==> config.mk <==
export PLATFORM = sky130hd
export DESIGN_NAME = icache_refill
export DESIGN_NICKNAME = d
export VERILOG_FILES = /design/src/icache_pkg.sv /design/src/icache_refill.sv
export SDC_FILE = /design/constraint.sdc
export NUM_CORES = 1
export LEC_CHECK = 0
export BUFFER_PORTS_ARGS = -buffer_cell sky130_fd_sc_hd__buf_4
export CAP_MARGIN = 40
export CELL_PAD_IN_SITES_DETAIL_PLACEMENT = 1
export CELL_PAD_IN_SITES_GLOBAL_PLACEMENT = 1
export CORE_ASPECT_RATIO = 1.5
export CORE_UTILIZATION = 24
export CTS_CLUSTER_SIZE = 8
export DETAILED_ROUTE_END_ITERATION = 7
export PLACE_DENSITY_LB_ADDON = 0.08
export SKIP_CTS_REPAIR_TIMING = 1
export SLEW_MARGIN = 30
export SYNTH_ARGS = -nofsm -noshare
export SYNTH_HDL_FRONTEND = slang
export SYNTH_SLANG_ARGS = --single-unit
==> constraint.sdc <==
create_clock -name clk_i -period 1.5 [get_ports clk_i]
set_input_delay 0.375 -clock clk_i [delete_from_list [all_inputs] [get_ports clk_i]]
set_output_delay 0.375 -clock clk_i [all_outputs]
set_load 0.02 [all_outputs]
==> src/icache_pkg.sv <==
//--------------------------------------------------------------------------
// Instruction cache shared definitions
// Address split, cache geometry, AXI read channel structs, FSM encoding
//--------------------------------------------------------------------------
package icache_pkg;

  // Address split
  localparam int ADDR_W      = 32;
  localparam int LINE_OFFS_W = 5;
  localparam int SET_W       = 8;
  localparam int NUM_SETS    = 1 << SET_W;
  // Upper bits 31..13 compared against the stored tag
  localparam int TAG_W       = ADDR_W - SET_W - LINE_OFFS_W;

  // Fetch word geometry
  localparam int FETCH_W     = 64;
  localparam int WORD_OFFS_W = $clog2(FETCH_W / 8);
  // Set index plus 64-bit word within the line
  localparam int DATA_IDX_W  = SET_W + LINE_OFFS_W - WORD_OFFS_W;

  // Bus geometry
  localparam int         AXI_DATA_W     = 32;
  localparam int         BEATS_PER_LINE = 8;
  localparam logic [7:0] ARLEN_LINE     = 8'(BEATS_PER_LINE - 1);
  localparam logic [1:0] BURST_INCR     = 2'd1;

  typedef logic [SET_W-1:0]      set_idx_t;
  typedef logic [DATA_IDX_W-1:0] data_idx_t;
  typedef logic [TAG_W-1:0]      tag_t;
  typedef logic [FETCH_W-1:0]    fetch_t;

  // Tag RAM entry
  typedef struct packed {
    logic valid;
    tag_t tag;
  } tag_entry_t;

  // AXI read address channel
  typedef struct packed {
    logic              valid;
    logic [ADDR_W-1:0] addr;
    logic [3:0]        id;
    logic [7:0]        len;
    logic [1:0]        burst;
  } axi_ar_t;

  // AXI read data channel
  typedef struct packed {
    logic                  valid;
    logic [AXI_DATA_W-1:0] data;
    logic [1:0]            resp;
    logic                  last;
  } axi_r_t;

  typedef enum logic [1:0] {
    FLUSH    = 2'd0,
    LOOKUP   = 2'd1,
    REFILL   = 2'd2,
    RELOOKUP = 2'd3
  } cache_state_e;

endpackage

==> src/icache_refill.sv <==
//--------------------------------------------------------------------------
// Instruction cache refill engine
// Issues the AXI line burst, pairs 32-bit beats into fetch words,
// tracks the refill write index and the sticky read error
//--------------------------------------------------------------------------
module icache_refill #(
  parameter logic [3:0] AXI_ID = 4'd0
) (
  input  logic                          clk_i,
  input  logic                          rst_i,
  // From controller
  input  logic                          miss_start_i,
  input  logic [icache_pkg::ADDR_W-1:0] line_addr_i,
  input  logic                          hit_valid_i,
  // AXI read channels
  output icache_pkg::axi_ar_t           ar_o,
  input  logic                          arready_i,
  input  icache_pkg::axi_r_t            r_i,
  output logic                          rready_o,
  // To controller
  output logic                          beat_wr_o,
  output icache_pkg::fetch_t            beat_data_o,
  output icache_pkg::data_idx_t         beat_idx_o,
  output logic                          line_done_o,
  output logic                          error_o
);

  import icache_pkg::*;

  localparam int BEAT_CNT_W = $clog2(BEATS_PER_LINE);

  logic                  arvalid_q;
  logic                  burst_busy_q;
  logic [BEAT_CNT_W-1:0] beat_cnt_q;
  logic [AXI_DATA_W-1:0] lower_q;
  data_idx_t             beat_idx_q;

  // Always ready, no back-pressure on R
  assign rready_o    = 1'b1;
  assign line_done_o = r_i.valid && r_i.last;

  //------------------------------------------------------------------------
  // Read address, held until accepted
  //------------------------------------------------------------------------
  assign ar_o = '{valid: miss_start_i || arvalid_q,
                  addr:  line_addr_i,
                  id:    AXI_ID,
                  len:   ARLEN_LINE,
                  burst: BURST_INCR};

  always_ff @(posedge clk_i or posedge rst_i)
  begin
    if (rst_i)
    begin
      arvalid_q    <= 1'b0;
      burst_busy_q <= 1'b0;
      beat_cnt_q   <= '0;
      error_o      <= 1'b0;
    end
    else
    begin
      arvalid_q <= ar_o.valid && !arready_i;
      // Burst in flight from the miss until the last beat
      if (miss_start_i)
        burst_busy_q <= 1'b1;
      else if (line_done_o)
        burst_busy_q <= 1'b0;
      // Beat position within the line
      if (line_done_o)
        beat_cnt_q <= '0;
      else if (r_i.valid)
        beat_cnt_q <= beat_cnt_q + 1'b1;
      // Sticky until the next returned fetch
      if (r_i.valid && rready_o && (r_i.resp != 2'b00))
        error_o <= 1'b1;
      else if (hit_valid_i)
        error_o <= 1'b0;
    end
  end

  //------------------------------------------------------------------------
  // Beat pairing
  //------------------------------------------------------------------------
  always_ff @(posedge clk_i)
  begin
    if (r_i.valid)
      lower_q <= r_i.data;
    // First word of the line, then step after each pair
    if (miss_start_i)
      beat_idx_q <= line_addr_i[WORD_OFFS_W +: DATA_IDX_W];
    else if (beat_wr_o)
      beat_idx_q <= beat_idx_q + 1'b1;
  end

  // Odd beat completes a fetch word
  assign beat_wr_o   = r_i.valid && beat_cnt_q[0];
  assign beat_data_o = {r_i.data, lower_q};
  assign beat_idx_o  = beat_idx_q;

  // One burst at a time
  a_no_overlap: assert property (@(posedge clk_i) disable iff (rst_i)
    miss_start_i |-> !burst_busy_q);

  // Eighth beat must close the burst
  a_beat_limit: assert property (@(posedge clk_i) disable iff (rst_i)
    (r_i.valid && (beat_cnt_q == BEAT_CNT_W'(BEATS_PER_LINE - 1))) |-> r_i.last);

endmodule

==> metrics.cfg <==
[status]
status=finished clean

[yosys]
ys_seq_elements=45
seq_area_frac_synth_pct=58.7
syn_area_per_cell_um2=12.5
synth-warning-count=0
synth.cell_area_mm2=0.00228
syn_inst=182
ys_types=23

[pwr]
total_power_mw=3.62
peakVddDrop_v=0.000660
p_leak_nw=1.42
p_per_area_mw_per_mm2=1140

[hold_path]
hold_path_startpoint=arready_i
whs_path_depth=2
hold_path.class=in -> reg
worst_hold_path.endpoint=arvalid_q

[routing]
num_vias=1516
drt_iter0_markers=34
via_per_inst=3.96
firstDrtPassIters=3
drcViolationCount=0
ant_nets=0
wl_per_cell_um=13.8
routed_wl_mm=5.28

[grt]
first_global_vias=1527
overflow=0
grt_max_degree=18
grt_pass1_wl_mm=7.66
antenna_found_initial=0
gr-usage-all-layers_pct=10.8

[finish]
mostFrequentLayoutCell=buf_4
n_fill_cell=1051
syn_to_final_growth_pct=39.1
layout-drive-gt1-share_pct=60.1
final_cell_mix=buf_4 (148), edfxtp_1 (42), conb_1 (15)
nets=344
instances_no_fill=383
antenna_cells=0

[sta]
final.setup.tns_ns=0
setup_viol=0
rsz0062_at_grt=false
skew_ns=0.00109
finalHoldViolCount=0
timing.final.crit_share_pct=96.9
timing.fmax_ghz=0.688
maxSlewViolCount=0
min_period_ns=1.45
hold_ws_ns=0.245
setup_slack_ns=0.0463

[clocking]
h-tree-depth=2
cts_tree=done
clock_sinks=45
cts.root.buffer_cell=clkbuf_16
numCtsBuffers=5
clk_latency_ns=0.28
clk_pin_slew_ns=0.06
clockBufferDepth=2

[critical_path]
r2r_end=beat_idx_o[7]
ff2ff_path_depth=3
path_max_fanout=2
worstSetupStartpointType=flip-flop
reg2reg_from=beat_idx_o[2]
worstSetupEndpointType=output port
cp_data_arrival_time_ns=1.08
reg2reg_slack_ns=0.09
critPathKind=reg -> out
required_ns=1.12

[floorplan]
die_w_um=81.5
rows=43
start_util_pct=24.6
io_pins=198
die-area_mm2=0.00989
die_h_um=121
coreArea_mm2=0.00925

[placement]
globalplace.congestion=0.695
port-buffer-count=138
place_inst=371
post-place-ws_ns=0.0890
dp.final_hpwl_mm=4.24

[job]
drv_cap=0

==> worst max path at each step <==
stage	start	endpoint	slack, ns	depth (start not counted)
final	arvalid_q	ar_o[46]	0.05	2
after global routing	beat_idx_o[1]	beat_idx_o[9]	0.0008	3
after CTS	arvalid_q	ar_o[46]	0.03	2
after detailed placement	r_i[35]	beat_idx_o[2]	0.09	3
after global placement	r_i[35]	beat_idx_o[2]	0.10	3
after floorplan	beat_idx_o[2]	beat_idx_o[7]	0.0007	3
==> synthesized netlist by cell type <==
library cell	count	area share [%]
a31oi_1	2	0.55
and2_1	2	0.55
buf_4	79	26
clkbuf_1	2	0.33
conb_1	2	0.33
dfrtp_1	3	3.3
edfxtp_1	42	55
ha_1	1	0.55
inv_1	5	0.82
mux2_2	2	0.99
nand2_1	8	1.3
nand3_1	8	1.8
nand4_4	1	0.93
nor2_1	3	0.49
nor2b_1	1	0.27
o211ai_1	3	0.99
o21ai_0	6	1.3
o31ai_1	2	0.66
or2_2	2	0.55
or4_1	4	1.3
or4_2	1	0.38
xnor2_1	1	0.38
xor2_1	2	0.77
==> worst max-delay path, stage by stage (launching register included) <==
cell and delay (ns):
dfrtp_1 0.36, or2_2 0.28, buf_4 0.16
==> per-layer routing <==
metal | vias up | global-route usage, % | share of wire, %
met4 | 0 | 5.02 | 2.1
met5 | - | 0 | 0
met1 | 699 | 10.1 | 31
met2 | 101 | 19.5 | 56
met3 | 11 | 4.59 | 11
li1 | 705 | - | -
==> area by class of cell <==
class	count	area, µm²	share of cell area (%)
Clock buffer	5	125	3.95
Clock inverter	3	41.3	1.30
Inverter	5	18.8	0.592
Multi-Input combinational cell	64	385	12.2
Sequential cell	45	1340	42.2
Tap cell	112	140	4.42
Timing Repair Buffer	149	1120	35.4
==> where the power goes <==
part | internal (mW) | switching, mW | leakage (nW) | total, mW
clock network | 0.780 | 0.457 | 0.0775 | 1.24
logic | 0.370 | 0.453 | 0.888 | 0.823
registers | 1.50 | 0.0598 | 0.450 | 1.56
==> per-stage QoR <==
stage | utilization (%) | area (µm²)
after global routing | 34.2 | 3170
after floorplan | - | 2340
after detailed placement | 32.1 | 2970
after CTS | 33.9 | 3140
after global placement | 32.1 | 2970
final | 34.2 | 3170
==> sequential cells by signal, summed over array words and instances, names as in the netlist <==
signal and count:
beat_cnt_q 1, beat_idx_o 10, error_o 1, arvalid_q 1, lower_q 32
==> logic make-up after synthesis <==
kind of cell               Yosys count  synth area share [%]
buffers and inverters               86                  27.2
DFF                                 45                  58.7
and+or+nand+nor                     30                  7.58
AOI/OAI and AO/OA                   13                  3.52
xor gates and xnor gates             3                  1.15
other                                2                 0.330
muxes                                2                 0.989
adders and majority gates            1                 0.549
Note: power is estimated with default switching activity, not from simulation.
