### src/icache_pkg.sv
//--------------------------------------------------------------------------
// Instruction cache shared definitions
// Address split, cache geometry, AXI read channel structs, FSM encoding
//--------------------------------------------------------------------------
package icache_pkg;

  // Address split
  localparam int ADDR_W      = 32;
  localparam int LINE_OFFS_W = 5;
  localparam int SET_W       = 8;
  localparam int NUM_SETS    = 1 << SET_W;
  // Upper bits 31..13 compared against the stored tag
  localparam int TAG_W       = ADDR_W - SET_W - LINE_OFFS_W;

  // Fetch word geometry
  localparam int FETCH_W     = 64;
  localparam int WORD_OFFS_W = $clog2(FETCH_W / 8);
  // Set index plus 64-bit word within the line
  localparam int DATA_IDX_W  = SET_W + LINE_OFFS_W - WORD_OFFS_W;

  // Bus geometry
  localparam int         AXI_DATA_W     = 32;
  localparam int         BEATS_PER_LINE = 8;
  localparam logic [7:0] ARLEN_LINE     = 8'(BEATS_PER_LINE - 1);
  localparam logic [1:0] BURST_INCR     = 2'd1;

  typedef logic [SET_W-1:0]      set_idx_t;
  typedef logic [DATA_IDX_W-1:0] data_idx_t;
  typedef logic [TAG_W-1:0]      tag_t;
  typedef logic [FETCH_W-1:0]    fetch_t;

  // Tag RAM entry
  typedef struct packed {
    logic valid;
    tag_t tag;
  } tag_entry_t;

  // AXI read address channel
  typedef struct packed {
    logic              valid;
    logic [ADDR_W-1:0] addr;
    logic [3:0]        id;
    logic [7:0]        len;
    logic [1:0]        burst;
  } axi_ar_t;

  // AXI read data channel
  typedef struct packed {
    logic                  valid;
    logic [AXI_DATA_W-1:0] data;
    logic [1:0]            resp;
    logic                  last;
  } axi_r_t;

  typedef enum logic [1:0] {
    FLUSH    = 2'd0,
    LOOKUP   = 2'd1,
    REFILL   = 2'd2,
    RELOOKUP = 2'd3
  } cache_state_e;

endpackage

### src/icache_ctrl.sv
//--------------------------------------------------------------------------
// Instruction cache controller
// FSM, lookup registers, flush and invalidate, replacement way and the
// tag/data RAM addressing for both ways
//--------------------------------------------------------------------------
module icache_ctrl (
  input  logic                          clk_i,
  input  logic                          rst_i,
  // Fetch requests
  input  logic                          req_rd_i,
  input  logic                          req_flush_i,
  input  logic                          req_invalidate_i,
  input  logic [icache_pkg::ADDR_W-1:0] req_pc_i,
  output logic                          req_accept_o,
  output logic                          req_valid_o,
  output icache_pkg::fetch_t            req_inst_o,
  // Way results
  input  logic [1:0]                    hit_i,
  input  icache_pkg::fetch_t [1:0]      way_data_i,
  // Way RAM control
  output icache_pkg::set_idx_t          tag_addr_o,
  output icache_pkg::tag_entry_t        tag_data_o,
  output logic [1:0]                    tag_wr_o,
  output icache_pkg::data_idx_t         data_addr_o,
  output logic [1:0]                    data_wr_o,
  output icache_pkg::fetch_t            data_o,
  output icache_pkg::tag_t              cmp_tag_o,
  // Refill engine
  output logic                          miss_start_o,
  output logic [icache_pkg::ADDR_W-1:0] line_addr_o,
  input  logic                          beat_wr_i,
  input  icache_pkg::fetch_t            beat_data_i,
  input  icache_pkg::data_idx_t         beat_idx_i,
  input  logic                          line_done_i
);

  import icache_pkg::*;

  cache_state_e      state_q;
  cache_state_e      state_d;
  logic              lookup_valid_q;
  logic [ADDR_W-1:0] lookup_addr_q;
  set_idx_t          flush_addr_q;
  logic              invalidate_q;
  logic              replace_way_q;
  logic              hit_any;

  assign hit_any      = |hit_i;
  // Looked up last cycle and neither way matched
  assign miss_start_o = (state_q == LOOKUP) && lookup_valid_q && !hit_any;
  assign req_accept_o = (state_q == LOOKUP) && !miss_start_o;
  assign req_valid_o  = (state_q == LOOKUP) && lookup_valid_q && hit_any;
  assign req_inst_o   = hit_i[1] ? way_data_i[1] : way_data_i[0];

  //------------------------------------------------------------------------
  // FSM
  //------------------------------------------------------------------------
  always_comb
  begin
    state_d = state_q;
    case (state_q)
      FLUSH:
        if (invalidate_q || (flush_addr_q == set_idx_t'(NUM_SETS - 1)))
          state_d = LOOKUP;
      LOOKUP:
        if (miss_start_o)
          state_d = REFILL;
        else if (req_flush_i || req_invalidate_i)
          state_d = FLUSH;
      REFILL:
        if (line_done_i)
          state_d = RELOOKUP;
      RELOOKUP:
        state_d = LOOKUP;
      default:
        state_d = FLUSH;
    endcase
  end

  always_ff @(posedge clk_i or posedge rst_i)
  begin
    if (rst_i)
    begin
      state_q        <= FLUSH;
      lookup_valid_q <= 1'b0;
      flush_addr_q   <= '0;
      invalidate_q   <= 1'b0;
      replace_way_q  <= 1'b0;
    end
    else
    begin
      state_q      <= state_d;
      invalidate_q <= req_invalidate_i && req_accept_o;
      // Pending read until its word is returned
      if (req_rd_i && req_accept_o)
        lookup_valid_q <= 1'b1;
      else if (req_valid_o)
        lookup_valid_q <= 1'b0;
      // Sweep all sets, or clear only the invalidated one
      if (state_q == FLUSH)
        flush_addr_q <= flush_addr_q + 1'b1;
      else if (req_invalidate_i && req_accept_o)
        flush_addr_q <= req_pc_i[LINE_OFFS_W +: SET_W];
      else
        flush_addr_q <= '0;
      // Alternate victim way after every refill
      if (line_done_i)
        replace_way_q <= !replace_way_q;
    end
  end

  always_ff @(posedge clk_i)
  begin
    if (req_rd_i && req_accept_o)
      lookup_addr_q <= req_pc_i;
  end

  //------------------------------------------------------------------------
  // RAM addressing
  //------------------------------------------------------------------------
  assign cmp_tag_o   = lookup_addr_q[ADDR_W-1 -: TAG_W];
  assign line_addr_o = {lookup_addr_q[ADDR_W-1:LINE_OFFS_W], {LINE_OFFS_W{1'b0}}};

  always_comb
  begin
    case (state_q)
      FLUSH:    tag_addr_o = flush_addr_q;
      REFILL,
      RELOOKUP: tag_addr_o = lookup_addr_q[LINE_OFFS_W +: SET_W];
      default:  tag_addr_o = req_pc_i[LINE_OFFS_W +: SET_W];
    endcase
    case (state_q)
      REFILL:   data_addr_o = beat_idx_i;
      RELOOKUP: data_addr_o = lookup_addr_q[WORD_OFFS_W +: DATA_IDX_W];
      default:  data_addr_o = req_pc_i[WORD_OFFS_W +: DATA_IDX_W];
    endcase
  end

  // Flush writes zero, refill marks the new line valid
  assign tag_data_o = (state_q == REFILL) ? '{valid: 1'b1, tag: cmp_tag_o} : '0;
  assign tag_wr_o[0] = (state_q == FLUSH) || ((state_q == REFILL) && line_done_i && !replace_way_q);
  assign tag_wr_o[1] = (state_q == FLUSH) || ((state_q == REFILL) && line_done_i && replace_way_q);

  assign data_o       = beat_data_i;
  assign data_wr_o[0] = (state_q == REFILL) && beat_wr_i && !replace_way_q;
  assign data_wr_o[1] = (state_q == REFILL) && beat_wr_i && replace_way_q;

  // A line lives in at most one way
  a_hit_onehot: assert property (@(posedge clk_i) disable iff (rst_i)
    ((state_q == LOOKUP) && lookup_valid_q) |-> !(hit_i[0] && hit_i[1]));

endmodule

### config.mk
export PLATFORM = sky130hd
export DESIGN_NAME = icache_ctrl
export DESIGN_NICKNAME = d
export VERILOG_FILES = /design/src/icache_pkg.sv /design/src/icache_ctrl.sv
export SDC_FILE = /design/constraint.sdc
export NUM_CORES = 1
export LEC_CHECK = 0
export BUFFER_PORTS_ARGS = -buffer_cell sky130_fd_sc_hd__buf_2
export CAP_MARGIN = 20
export CORE_AREA = 2 2 181 183
export CTS_CLUSTER_SIZE = 10
export DETAILED_ROUTE_END_ITERATION = 6
export DIE_AREA = 0 0 183 185
export HOLD_SLACK_MARGIN = 0.06
export PLACE_DENSITY = 0.36
export SLEW_MARGIN = 0
export SYNTH_ARGS = -nofsm -noshare
export SYNTH_HDL_FRONTEND = slang
export SYNTH_SLANG_ARGS = --single-unit
### constraint.sdc
create_clock -name clk_i -period 3.6 [get_ports clk_i]
set_clock_uncertainty 0.2 [all_clocks]
set_input_delay 0.18 -clock clk_i [delete_from_list [all_inputs] [get_ports clk_i]]
set_output_delay 0.18 -clock clk_i [all_outputs]
set_load 0.1 [all_outputs]
==> impl_metrics.py, run 1 <==
metrics = {
    "worst_setup_path": {
        "endpoint_kind": "output pin",
        "path_cells": "ha_1, nor2_1, buf_4, nand2_1, nand2_1, buf_2",
        "cp_common_cell": "nand2_1",
        "startpoint": "state_q[0]",
        "worstPathRequired_ns": 3.22,
        "cp-endpoint": "data_addr_o[5]",
        "cp-start-kind": "flip-flop",
        "critPathMaxStageDelay_ns": 0.48,
        "cp_top_family": "buffers and inverters",
        "rrSetupSlack_ns": 1.19,
        "path_depth": 6,
        "path_class": "reg2out",
        "r2r_end": "state_q[1]",
        "arrival_ns": 2.42,
        "slowest_stage": "nor2_1",
        "path_max_fanout": 12,
        "rr_startpoint": "state_q[0]",
        "reg2regPathDepth": 6,
        "path_buf_inv": 2,
    },
    "synthesis": {
        "synthesis.area_um2": 3704,
        "ys_types": 32,
        "async_flop_share_pct": 30.95,
        "ys_seq_area_share_pct": 32.30,
        "synth.top_cell.area_share_pct": 23.51,
        "synth_ff_type": "edfxtp_1",
        "synth_area_leaders": "edfxtp_1 24%, buf_4 23%, mux2_2 19%",
        "syn_inst": 381,
        "syn_avg_cell_area_um2": 9.721,
        "synth_seq_cells": 42,
        "synth_edf_count": 29,
        "yosys-top-cells-count": "115 x buf_4, 64 x mux2_2, 43 x nand2_1",
        "yosysMostFrequentCell": "buf_4",
        "yosysWarnings": 0,
        "yosysTopAreaCell": "edfxtp_1",
    },
    "clocking": {
        "htree_num_levels": 2,
        "cts_buffers": 5,
        "cts_buffer_depth": 2,
        "worst_setup_hold_path_clk_slew_ns": 0.07,
        "cts_tree": "built",
        "cts-hold-fix-buffers": 31,
        "cts_num_sinks": 42,
        "root_buffer": "clkbuf_16",
        "post-cts-setup-buffers": 0,
        "cts_resized": 0,
        "insertion_delay_ns": 0.30,
    },
    "place": {
        "dpl_cell_area_um2": 5040,
        "globalplace.congestion": 0.7251,
        "hpwlAfterDp_um": 14890,
        "port_buffers": 330,
        "place_ws_ns": 1.039,
    },
    "floorplanning": {
        "start_util_pct": 11.56,
        "die_w_um": 183,
        "fp.dieArea_um2": 33860,
        "ios": 467,
        "core.rowCount": 66,
        "die_y_um": 185,
        "core_area_um2": 32040,
    },
    "global_routing": {
        "grtUsageTotal_pct": 9.893,
        "grt_overflow": 0,
        "grt_pass1_vias": 3503,
        "grt_pass1_wl_um": 23720,
        "antenna_found_initial": 17,
        "grt_start_max_net_pins": 67,
    },
    "timing": {
        "finalCritPeriodShare_pct": 77.86,
        "finalHoldViolCount": 0,
        "finalSetupTns_ns": 0,
        "period_minus_slack_ns": 2.803,
        "setup_ws_ns": 0.7969,
        "clock.fmax_mhz": 356.7,
        "maxSlewViolCount": 0,
        "rsz0062_at_grt": "false",
        "setup_viol": 0,
        "worst_slew_pin_slew_ns": 0.8534,
        "relSlewSlack_pct": 43.11,
    },
    "drt": {
        "wl_um": 17530,
        "drc": 0,
        "drt_pass1_iterations": 4,
        "detail_route.vias_per_cell": 3.483,
        "first_iter_violations": 77,
        "ant_nets": 0,
        "num_vias": 3619,
        "wl_per_cell_um": 16.87,
    },
    "power": {
        "swShare_pct": 67.70,
        "ir_worst_vdd_mv": 0.2833,
        "power_frac_comb_pct": 73.2,
        "internal-power_mw": 1.552,
        "leakagePower_nw": 2.689,
        "p_switching_mw": 3.253,
        "clock_power_share_pct": 10.1,
        "powerDensity_nw_per_um2": 872.1,
        "power_frac_seq_pct": 16.6,
    },
    "job": {
        "cap_violations": 0,
    },
    "hold_path": {
        "hp-class": "in2reg",
    },
    "status": {
        "status": "finished clean",
    },
    "finish": {
        "area_growth_pct": 48.75,
        "nNetsFinal": 876,
        "drive_gt1_share_pct": 67.04,
        "final_area_um2": 5509,
        "final_util_pct": 17.19,
    },
}
-- state kept, by name, summed over array words and instances, names as in the netlist --
register        flops
lookup_addr_q      29
replace_way_q       1
flush_addr_q        8
lookup_valid_q      1
state_q             2
invalidate_q        1
-- cells by family (layout without fill, tap and decap cells) --
group	count (synthesis)	after routing	synth area share [%]
compound gates	41	41	7.737
buf+inv	137	380	25.81
other cells	1	8	0.1013
simple gates	80	80	10.10
fa+ha+maj	6	6	2.027
xor+xnor	7	7	1.655
flops	42	42	32.30
mux	67	67	20.27
-- worst min-delay path by stage --
stage	to	startpoint	depth (start not counted)
after floorplan	flush_addr_q[0]	rst_i	1
after global placement	flush_addr_q[7]	rst_i	2
after detailed placement	flush_addr_q[7]	rst_i	2
after CTS	state_q[1]	hit_i[0]	4
after global routing	data_o[11]	beat_data_i[11]	0
final	state_q[1]	hit_i[0]	4
-- stage by stage --
stage               hold slack [ns]  power [mW]  cells
detailed placement           0.1457       4.349    997
global route                 0.1602       5.030   1037
finish                       0.1215       4.805   1039
global placement             0.1295       4.341    997
floorplan                   -0.1430       4.150    385
CTS                          0.1195       4.888   1036
-- power by group through the flow --
stage | clock, mW | sequential, mW | combinational [mW]
detailed placement | 0 | 0.814 | 3.54
CTS | 0.516 | 0.805 | 3.57
floorplan | 0 | 0.770 | 3.38
finish | 0.487 | 0.800 | 3.52
global placement | 0 | 0.812 | 3.53
global route | 0.529 | 0.821 | 3.68
-- tightest hold or removal path, stage by stage --
cell,delay [ns]
buf_2,0.10
nor3_1,0.07
o21ai_0,0.15
mux2i_1,0.07
-- area by class of cell --
class	instances	area, um2
Fill cell	3652	26530
Timing Repair Buffer	367	2019
Multi-Input combinational cell	206	1605
Sequential cell	42	1196
Tap cell	408	510.5
Clock buffer	6	138.9
Inverter	5	18.77
Clock inverter	2	12.51
Antenna cell	3	7.507
-- cells in the final DEF, fill, tap and decap left out, types with 6 or more instances in the layout --
| cell | netlist | layout |
|---|---|---|
| edfxtp_1 | 29 | 29 |
| a22oi_1 | 18 | 18 |
| ha_1 | 6 | 6 |
| and2_1 | 20 | 19 |
| o21ai_2 | 0 | 8 |
| dlygate4sd3_1 | 0 | 31 |
| buf_2 | 8 | 330 |
| nor2_1 | 6 | 6 |
| mux2_2 | 64 | 64 |
| dfrtp_1 | 13 | 13 |
| nand2_1 | 43 | 43 |
-- metal layers --
| metal | vias to the layer above | track usage, % | wire (um) |
|---|---|---|---|
| met5 | - | 0 | 29 |
| met4 | 6 | 2.816 | 429 |
| met3 | 50 | 3.480 | 1677 |
| met2 | 294 | 19.15 | 9048 |
| met1 | 1586 | 9.928 | 6343 |
| li1 | 1683 | - | - |
Note: power is estimated with default switching activity, not from simulation.
==> run 2: changes to the inputs <==
Settings changed: ABC_AREA set to 1, CORE_AREA 2 2 181 183 to 2 2 183 185, DIE_AREA 0 0 183 185 to 0 0 185 187, PLACE_DENSITY 0.36 to 0.38.
Clock period 3.6 ns to 2.43 ns, I/O delays scaled along.
==> impl_metrics.py, run 2 <==
metrics = {
    "status": {
        "status": "finished clean",
    },
    "global_routing": {
        "grt_pass1_vias": 3950,
        "grt_start_max_net_pins": 65,
        "antenna_found_initial": 7,
        "grtUsageTotal_pct": 10.45,
        "grt_pass1_wl_um": 26310,
        "grt_overflow": 0,
    },
    "drt": {
        "wl_um": 19240,
        "routed.top_layer": "met4",
        "wl_met2_um": 9927,
        "num_vias": 4049,
        "met3_length_um": 1128,
        "ant_nets": 0,
        "drt_pass1_iterations": 4,
        "drc": 0,
        "first_iter_violations": 125,
        "wl_per_cell_um": 15.98,
        "detail_route.vias_per_cell": 3.363,
        "drt-met1-wl_um": 8011,
    },
    "hold_path": {
        "hp-class": "in2reg",
    },
    "finish": {
        "drive_gt1_share_pct": 59.15,
        "layout_common_cells": "239 x buf_2, 97 x dlygate4sd3_1, 91 x buf_12, 64 x mux2_2, 55 x nand2_1",
        "area_growth_pct": 104.2,
        "layout_commonest_cell": "buf_2",
        "final_util_pct": 24.06,
        "nNetsFinal": 1002,
        "fillers": 3580,
        "stdcell_count": 1204,
        "reg_top3": "lookup_addr_q: 29 flops, flush_addr_q: 8 flops, state_q: 2 flops",
        "largest-register": "lookup_addr_q",
        "largest_reg_flops": 29,
        "final_area_um2": 7906,
    },
    "timing": {
        "relSlewSlack_pct": 30.26,
        "finalHoldViolCount": 0,
        "worst_slew_pin_slew_ns": 1.043,
        "whs_ns": 0.05522,
        "maxSlewViolCount": 0,
        "setup_viol": 0,
        "finalCritPeriodShare_pct": 92.79,
        "finalSetupTns_ns": 0,
        "period_minus_slack_ns": 2.255,
        "rsz0062_at_grt": "false",
        "clock.fmax_mhz": 443.5,
    },
    "worst_setup_path": {
        "path_max_fanout": 8,
        "r2r_end": "lookup_addr_q[23]",
        "arrival_ns": 1.93,
        "cp-start-kind": "flip-flop",
        "startpoint": "state_q[0]",
        "critPathMaxStageDelay_ns": 0.44,
        "path_depth": 6,
        "rr_startpoint": "state_q[1]",
        "path_class": "reg2out",
        "path_cells": "inv_1, ha_1, buf_4, a21oi_1, o21ai_4, buf_12",
        "path_buf_inv": 3,
        "cp-endpoint": "tag_addr_o[6]",
        "slowest_stage": "dfrtp_1",
        "cp_top_family": "buffers and inverters",
        "endpoint_kind": "output pin",
        "reg2regPathDepth": 8,
        "rrSetupSlack_ns": 0.33,
        "worstPathRequired_ns": 2.11,
    },
    "job": {
        "cap_violations": 0,
    },
    "floorplanning": {
        "die_y_um": 187,
        "ios": 467,
        "fp.dieArea_um2": 34600,
        "start_util_pct": 11.78,
        "core_area_um2": 32860,
        "die_w_um": 185,
        "core.rowCount": 67,
    },
    "synthesis": {
        "synthesis.area_um2": 3872,
        "synth_area_leaders": "buf_4 23%, edfxtp_1 22%, mux2_2 19%",
        "yosysWarnings": 0,
        "ys_seq_area_share_pct": 30.89,
        "async_flop_share_pct": 30.95,
        "syn_avg_cell_area_um2": 8.943,
        "synth_ff_type": "edfxtp_1",
        "syn_inst": 433,
        "ys_types": 28,
        "synth_seq_cells": 42,
        "yosysTopAreaCell": "buf_4",
        "yosysMostFrequentCell": "buf_4",
        "synth.top_cell.area_share_pct": 22.68,
        "yosys-top-cells-count": "117 x buf_4, 64 x mux2_2, 55 x nand2_1",
        "synth_edf_count": 29,
    },
    "clocking": {
        "cts_buffer_depth": 2,
        "cts_num_sinks": 42,
        "htree_num_levels": 2,
        "cts_tree": "built",
        "worst_setup_hold_path_clk_slew_ns": 0.08,
        "root_buffer": "clkbuf_16",
        "cts_buffers": 5,
        "insertion_delay_ns": 0.30,
    },
    "place": {
        "port_buffers": 330,
        "dpl_cell_area_um2": 6720,
        "dp.cells": 1094,
        "hpwlAfterDp_um": 15640,
        "globalplace.congestion": 0.7000,
    },
    "power": {
        "powerDensity_nw_per_um2": 1048,
        "leakagePower_nw": 3.785,
        "ir_worst_vdd_mv": 0.8956,
    },
}
## run 2: cell types whose count changed after synthesis, sizes merged, moves of 3 or more
cell / before / now
buf: 125 / 128
o21ai: 13 / 23
nand2: 43 / 58
and2: 20 / 0
nor2: 6 / 21
clkbuf: 7 / 2
a22oi: 18 / 10
a21oi: 0 / 10
nand3: 3 / 13
inv: 5 / 46
mux2i: 3 / 0
a22o: 3 / 0
## run 2: area by class of cell
| type | count | area (um2) | share of cell area [%] |
|---|---|---|---|
| timing repair buffer | 439 | 4079 | 51.59 |
| multi-input combinational | 219 | 1725 | 21.82 |
| sequential | 42 | 1196 | 15.13 |
| tap | 448 | 560.5 | 7.090 |
| inverter | 46 | 172.7 | 2.184 |
| clock buffer | 6 | 150.1 | 1.899 |
| clock inverter | 2 | 17.52 | 0.2216 |
| antenna | 2 | 5.005 | 0.06330 |
## run 2: worst register-to-register path: stages, from the launching register on
cell and delay [ns]:
dfrtp_1 0.43, inv_1 0.10, ha_1 0.25, nand2_1 0.12, inv_2 0.05, nand2_4 0.08, nand2_4 0.09, nor2_4 0.22
buf_12 0.23
## run 2: logic make-up after synthesis
kind of cell             count (synthesis)  share of synthesized area, %
XOR/XNOR                                 4                        0.9049
AND/OR/NAND/NOR                         97                         11.53
adder cells (fa/ha/maj)                  6                         1.939
multiplexers                            64                         18.61
AO/OA/AOI/OAI                           43                         6.300
other                                    1                       0.09684
flip-flops                              42                         30.89
buffers and inverters                  176                         29.73
## run 2: worst min-delay path by stage
stage               slack, ns  depth (start not counted)         endpoint     start
CTS                      0.08                          4   lookup_valid_q  hit_i[0]
detailed placement       0.04                          2   lookup_valid_q     rst_i
global placement         0.03                          2   lookup_valid_q     rst_i
floorplan               -0.20                          1  flush_addr_q[0]     rst_i
global route             0.11                          4   lookup_valid_q  hit_i[0]
finish                   0.06                          4   lookup_valid_q  hit_i[0]
## run 2: layer usage
layer | global-route usage (%) | vias to the layer above
li1 | - | 1938
met1 | 12.99 | 1897
met2 | 18.76 | 197
met3 | 2.278 | 17
met4 | 1.374 | 0
met5 | 0 | -
## run 2: metrics by stage
step | power, mW | worst slack (ns)
after detailed placement | 6.982 | 0.2882
final | 8.284 | 0.1751
after CTS | 8.380 | 0.07248
after floorplan | 5.866 | -0.01732
after global placement | 6.968 | 0.3196
after global routing | 8.610 | 0.01877
## run 2: repair_timing
item	4_1_cts	5_1_grt
hold buffers	97	0
setup buffers	1	2
pin swaps	1	0
endpoints found under the setup margin	11	7
hold endpoints to repair	117	0
gates resized for setup	0	3
## run 2: power breakdown
part / internal, mW / leakage (nW) / switching (mW)
registers: 0.987 / 0.438 / 0.169
clock network: 0.453 / 0.0845 / 0.346
logic: 1.69 / 3.26 / 4.64
==> run 3: changes to the inputs <==
Settings changed: RECOVER_POWER set to 25.
==> impl_metrics.py, run 3 (synthesis gave the netlist of run 2 again) <==
metrics = {
    "status": {
        "status": "finished clean",
    },
    "place": {
        "port_buffers": 330,
        "hpwlAfterDp_um": 15640,
        "dpl_cell_area_um2": 6720,
        "place_ws_ns": 0.2882,
        "globalplace.congestion": 0.7000,
        "dp.cells": 1094,
    },
    "global_routing": {
        "antenna_found_initial": 7,
        "grt_pass1_wl_um": 26310,
        "grt_start_max_net_pins": 65,
        "grt_pass1_vias": 3950,
        "grt_overflow": 0,
        "grtUsageTotal_pct": 10.45,
    },
    "floorplanning": {
        "core_area_um2": 32860,
        "die_w_um": 185,
        "core.rowCount": 67,
        "ios": 467,
        "die_y_um": 187,
        "fp.dieArea_um2": 34600,
        "start_util_pct": 11.78,
    },
    "worst_setup_path": {
        "critPathMaxStageDelay_ns": 0.44,
        "cp_top_family": "buffers and inverters",
        "arrival_ns": 1.93,
        "path_max_fanout": 8,
        "worstPathRequired_ns": 2.11,
        "rr_startpoint": "state_q[1]",
        "slowest_stage": "dfrtp_1",
        "path_buf_inv": 3,
        "endpoint_kind": "output pin",
        "cp-start-kind": "flip-flop",
        "startpoint": "state_q[0]",
        "path_class": "reg2out",
        "path_cells": "inv_1, ha_1, buf_4, a21oi_1, o21ai_4, buf_12",
    },
    "drt": {
        "num_vias": 4040,
        "ant_nets": 0,
        "drt_pass1_iterations": 4,
        "drc": 0,
        "first_iter_violations": 126,
        "detail_route.vias_per_cell": 3.355,
        "wl_um": 19270,
        "wl_per_cell_um": 16.00,
    },
    "timing": {
        "rsz0062_at_grt": "false",
        "period_minus_slack_ns": 2.250,
        "setup_viol": 0,
        "finalCritPeriodShare_pct": 92.61,
        "whs_ns": 0.05529,
        "setup_ws_ns": 0.1796,
        "finalSetupTns_ns": 0,
        "finalHoldViolCount": 0,
        "clock.fmax_mhz": 444.4,
        "maxSlewViolCount": 0,
        "worst_slew_pin_slew_ns": 1.255,
        "relSlewSlack_pct": 16.70,
    },
    "finish": {
        "area_growth_pct": 102.8,
        "final_area_um2": 7853,
        "largest-register": "lookup_addr_q",
        "nNetsFinal": 1002,
        "reg_top3": "lookup_addr_q: 29 flops, flush_addr_q: 8 flops, state_q: 2 flops",
        "drive_gt1_share_pct": 53.45,
        "stdcell_count": 1204,
        "layout_common_cells": "194 x buf_2, 97 x dlygate4sd3_1, 91 x buf_12, 64 x mux2_2, 55 x nand2_1",
        "largest_reg_flops": 29,
        "layout_commonest_cell": "buf_2",
    },
    "hold_path": {
        "min-delay-start": "hit_i[0]",
        "hp-class": "in2reg",
    },
    "clocking": {
        "cts_tree": "built",
        "cts_num_sinks": 42,
        "insertion_delay_ns": 0.30,
        "htree_num_levels": 2,
        "root_buffer": "clkbuf_16",
        "worst_setup_hold_path_clk_slew_ns": 0.08,
        "cts_buffer_depth": 2,
        "cts_buffers": 5,
    },
    "power": {
        "powerDensity_nw_per_um2": 1052,
        "leakagePower_nw": 3.667,
        "ir_worst_vdd_mv": 0.8957,
    },
    "job": {
        "cap_violations": 0,
    },
}
[run 3: power by group]
part	switching (mW)	leakage, nW	internal, mW
clock network	0.344	0.0845	0.453
logic	4.64	3.14	1.66
registers	0.173	0.438	0.988
total	5.16	3.67	3.10
[run 3: stage by stage]
step	utilization, %	power, mW
detailed placement	20.45	6.982
finish	23.90	8.259
global placement	20.45	6.968
global route	23.89	8.582
floorplan	-	5.866
CTS	23.98	8.380
[run 3: worst paths after layout]
kind	to	cells after the start	slack, ns
worst min-delay path	lookup_valid_q	4	0.06
max in group asynchronous	lookup_valid_q	3	1.31
worst max-delay path	tag_addr_o[6]	6	0.18
worst max register to register	lookup_addr_q[11]	8	0.34
worst min register to register	lookup_valid_q	2	0.33
min in group asynchronous	flush_addr_q[6]	3	0.30
[run 3: layout make-up]
cell class	instances	area (um2)
fill	3599	25010
timing repair buffer	439	4025
multi-input combinational	219	1725
sequential	42	1196
tap	448	560.5
inverter	46	172.7
clock buffer	6	150.1
clock inverter	2	17.52
antenna	2	5.005
[run 3: timing repair]
action                                  in CTS  in global routing
gates resized for setup                      0                  3
hold endpoints to repair                   117                  0
pin swaps                                    1                  0
endpoints found under the setup margin      11                  7
buffers inserted                             1                  2
cloned                                       0                  0
hold buffers                                97                  0
[run 3: worst register-to-register path: stages (launching register included)]
cell,delay (ns)
dfrtp_1,0.43
inv_1,0.10
ha_1,0.25
nand2_1,0.12
inv_2,0.05
nand2_4,0.08
nand2_4,0.09
nor2_4,0.22
buf_12,0.23
[run 3: routing by layer]
layer / vias to the layer above / global-route usage, % / wire length [um]
met5: - / 0 / 0
met4: 0 / 1.374 / 169
met3: 18 / 2.278 / 1136
met2: 197 / 18.76 / 9891
met1: 1886 / 12.99 / 8068
li1: 1939 / - / -
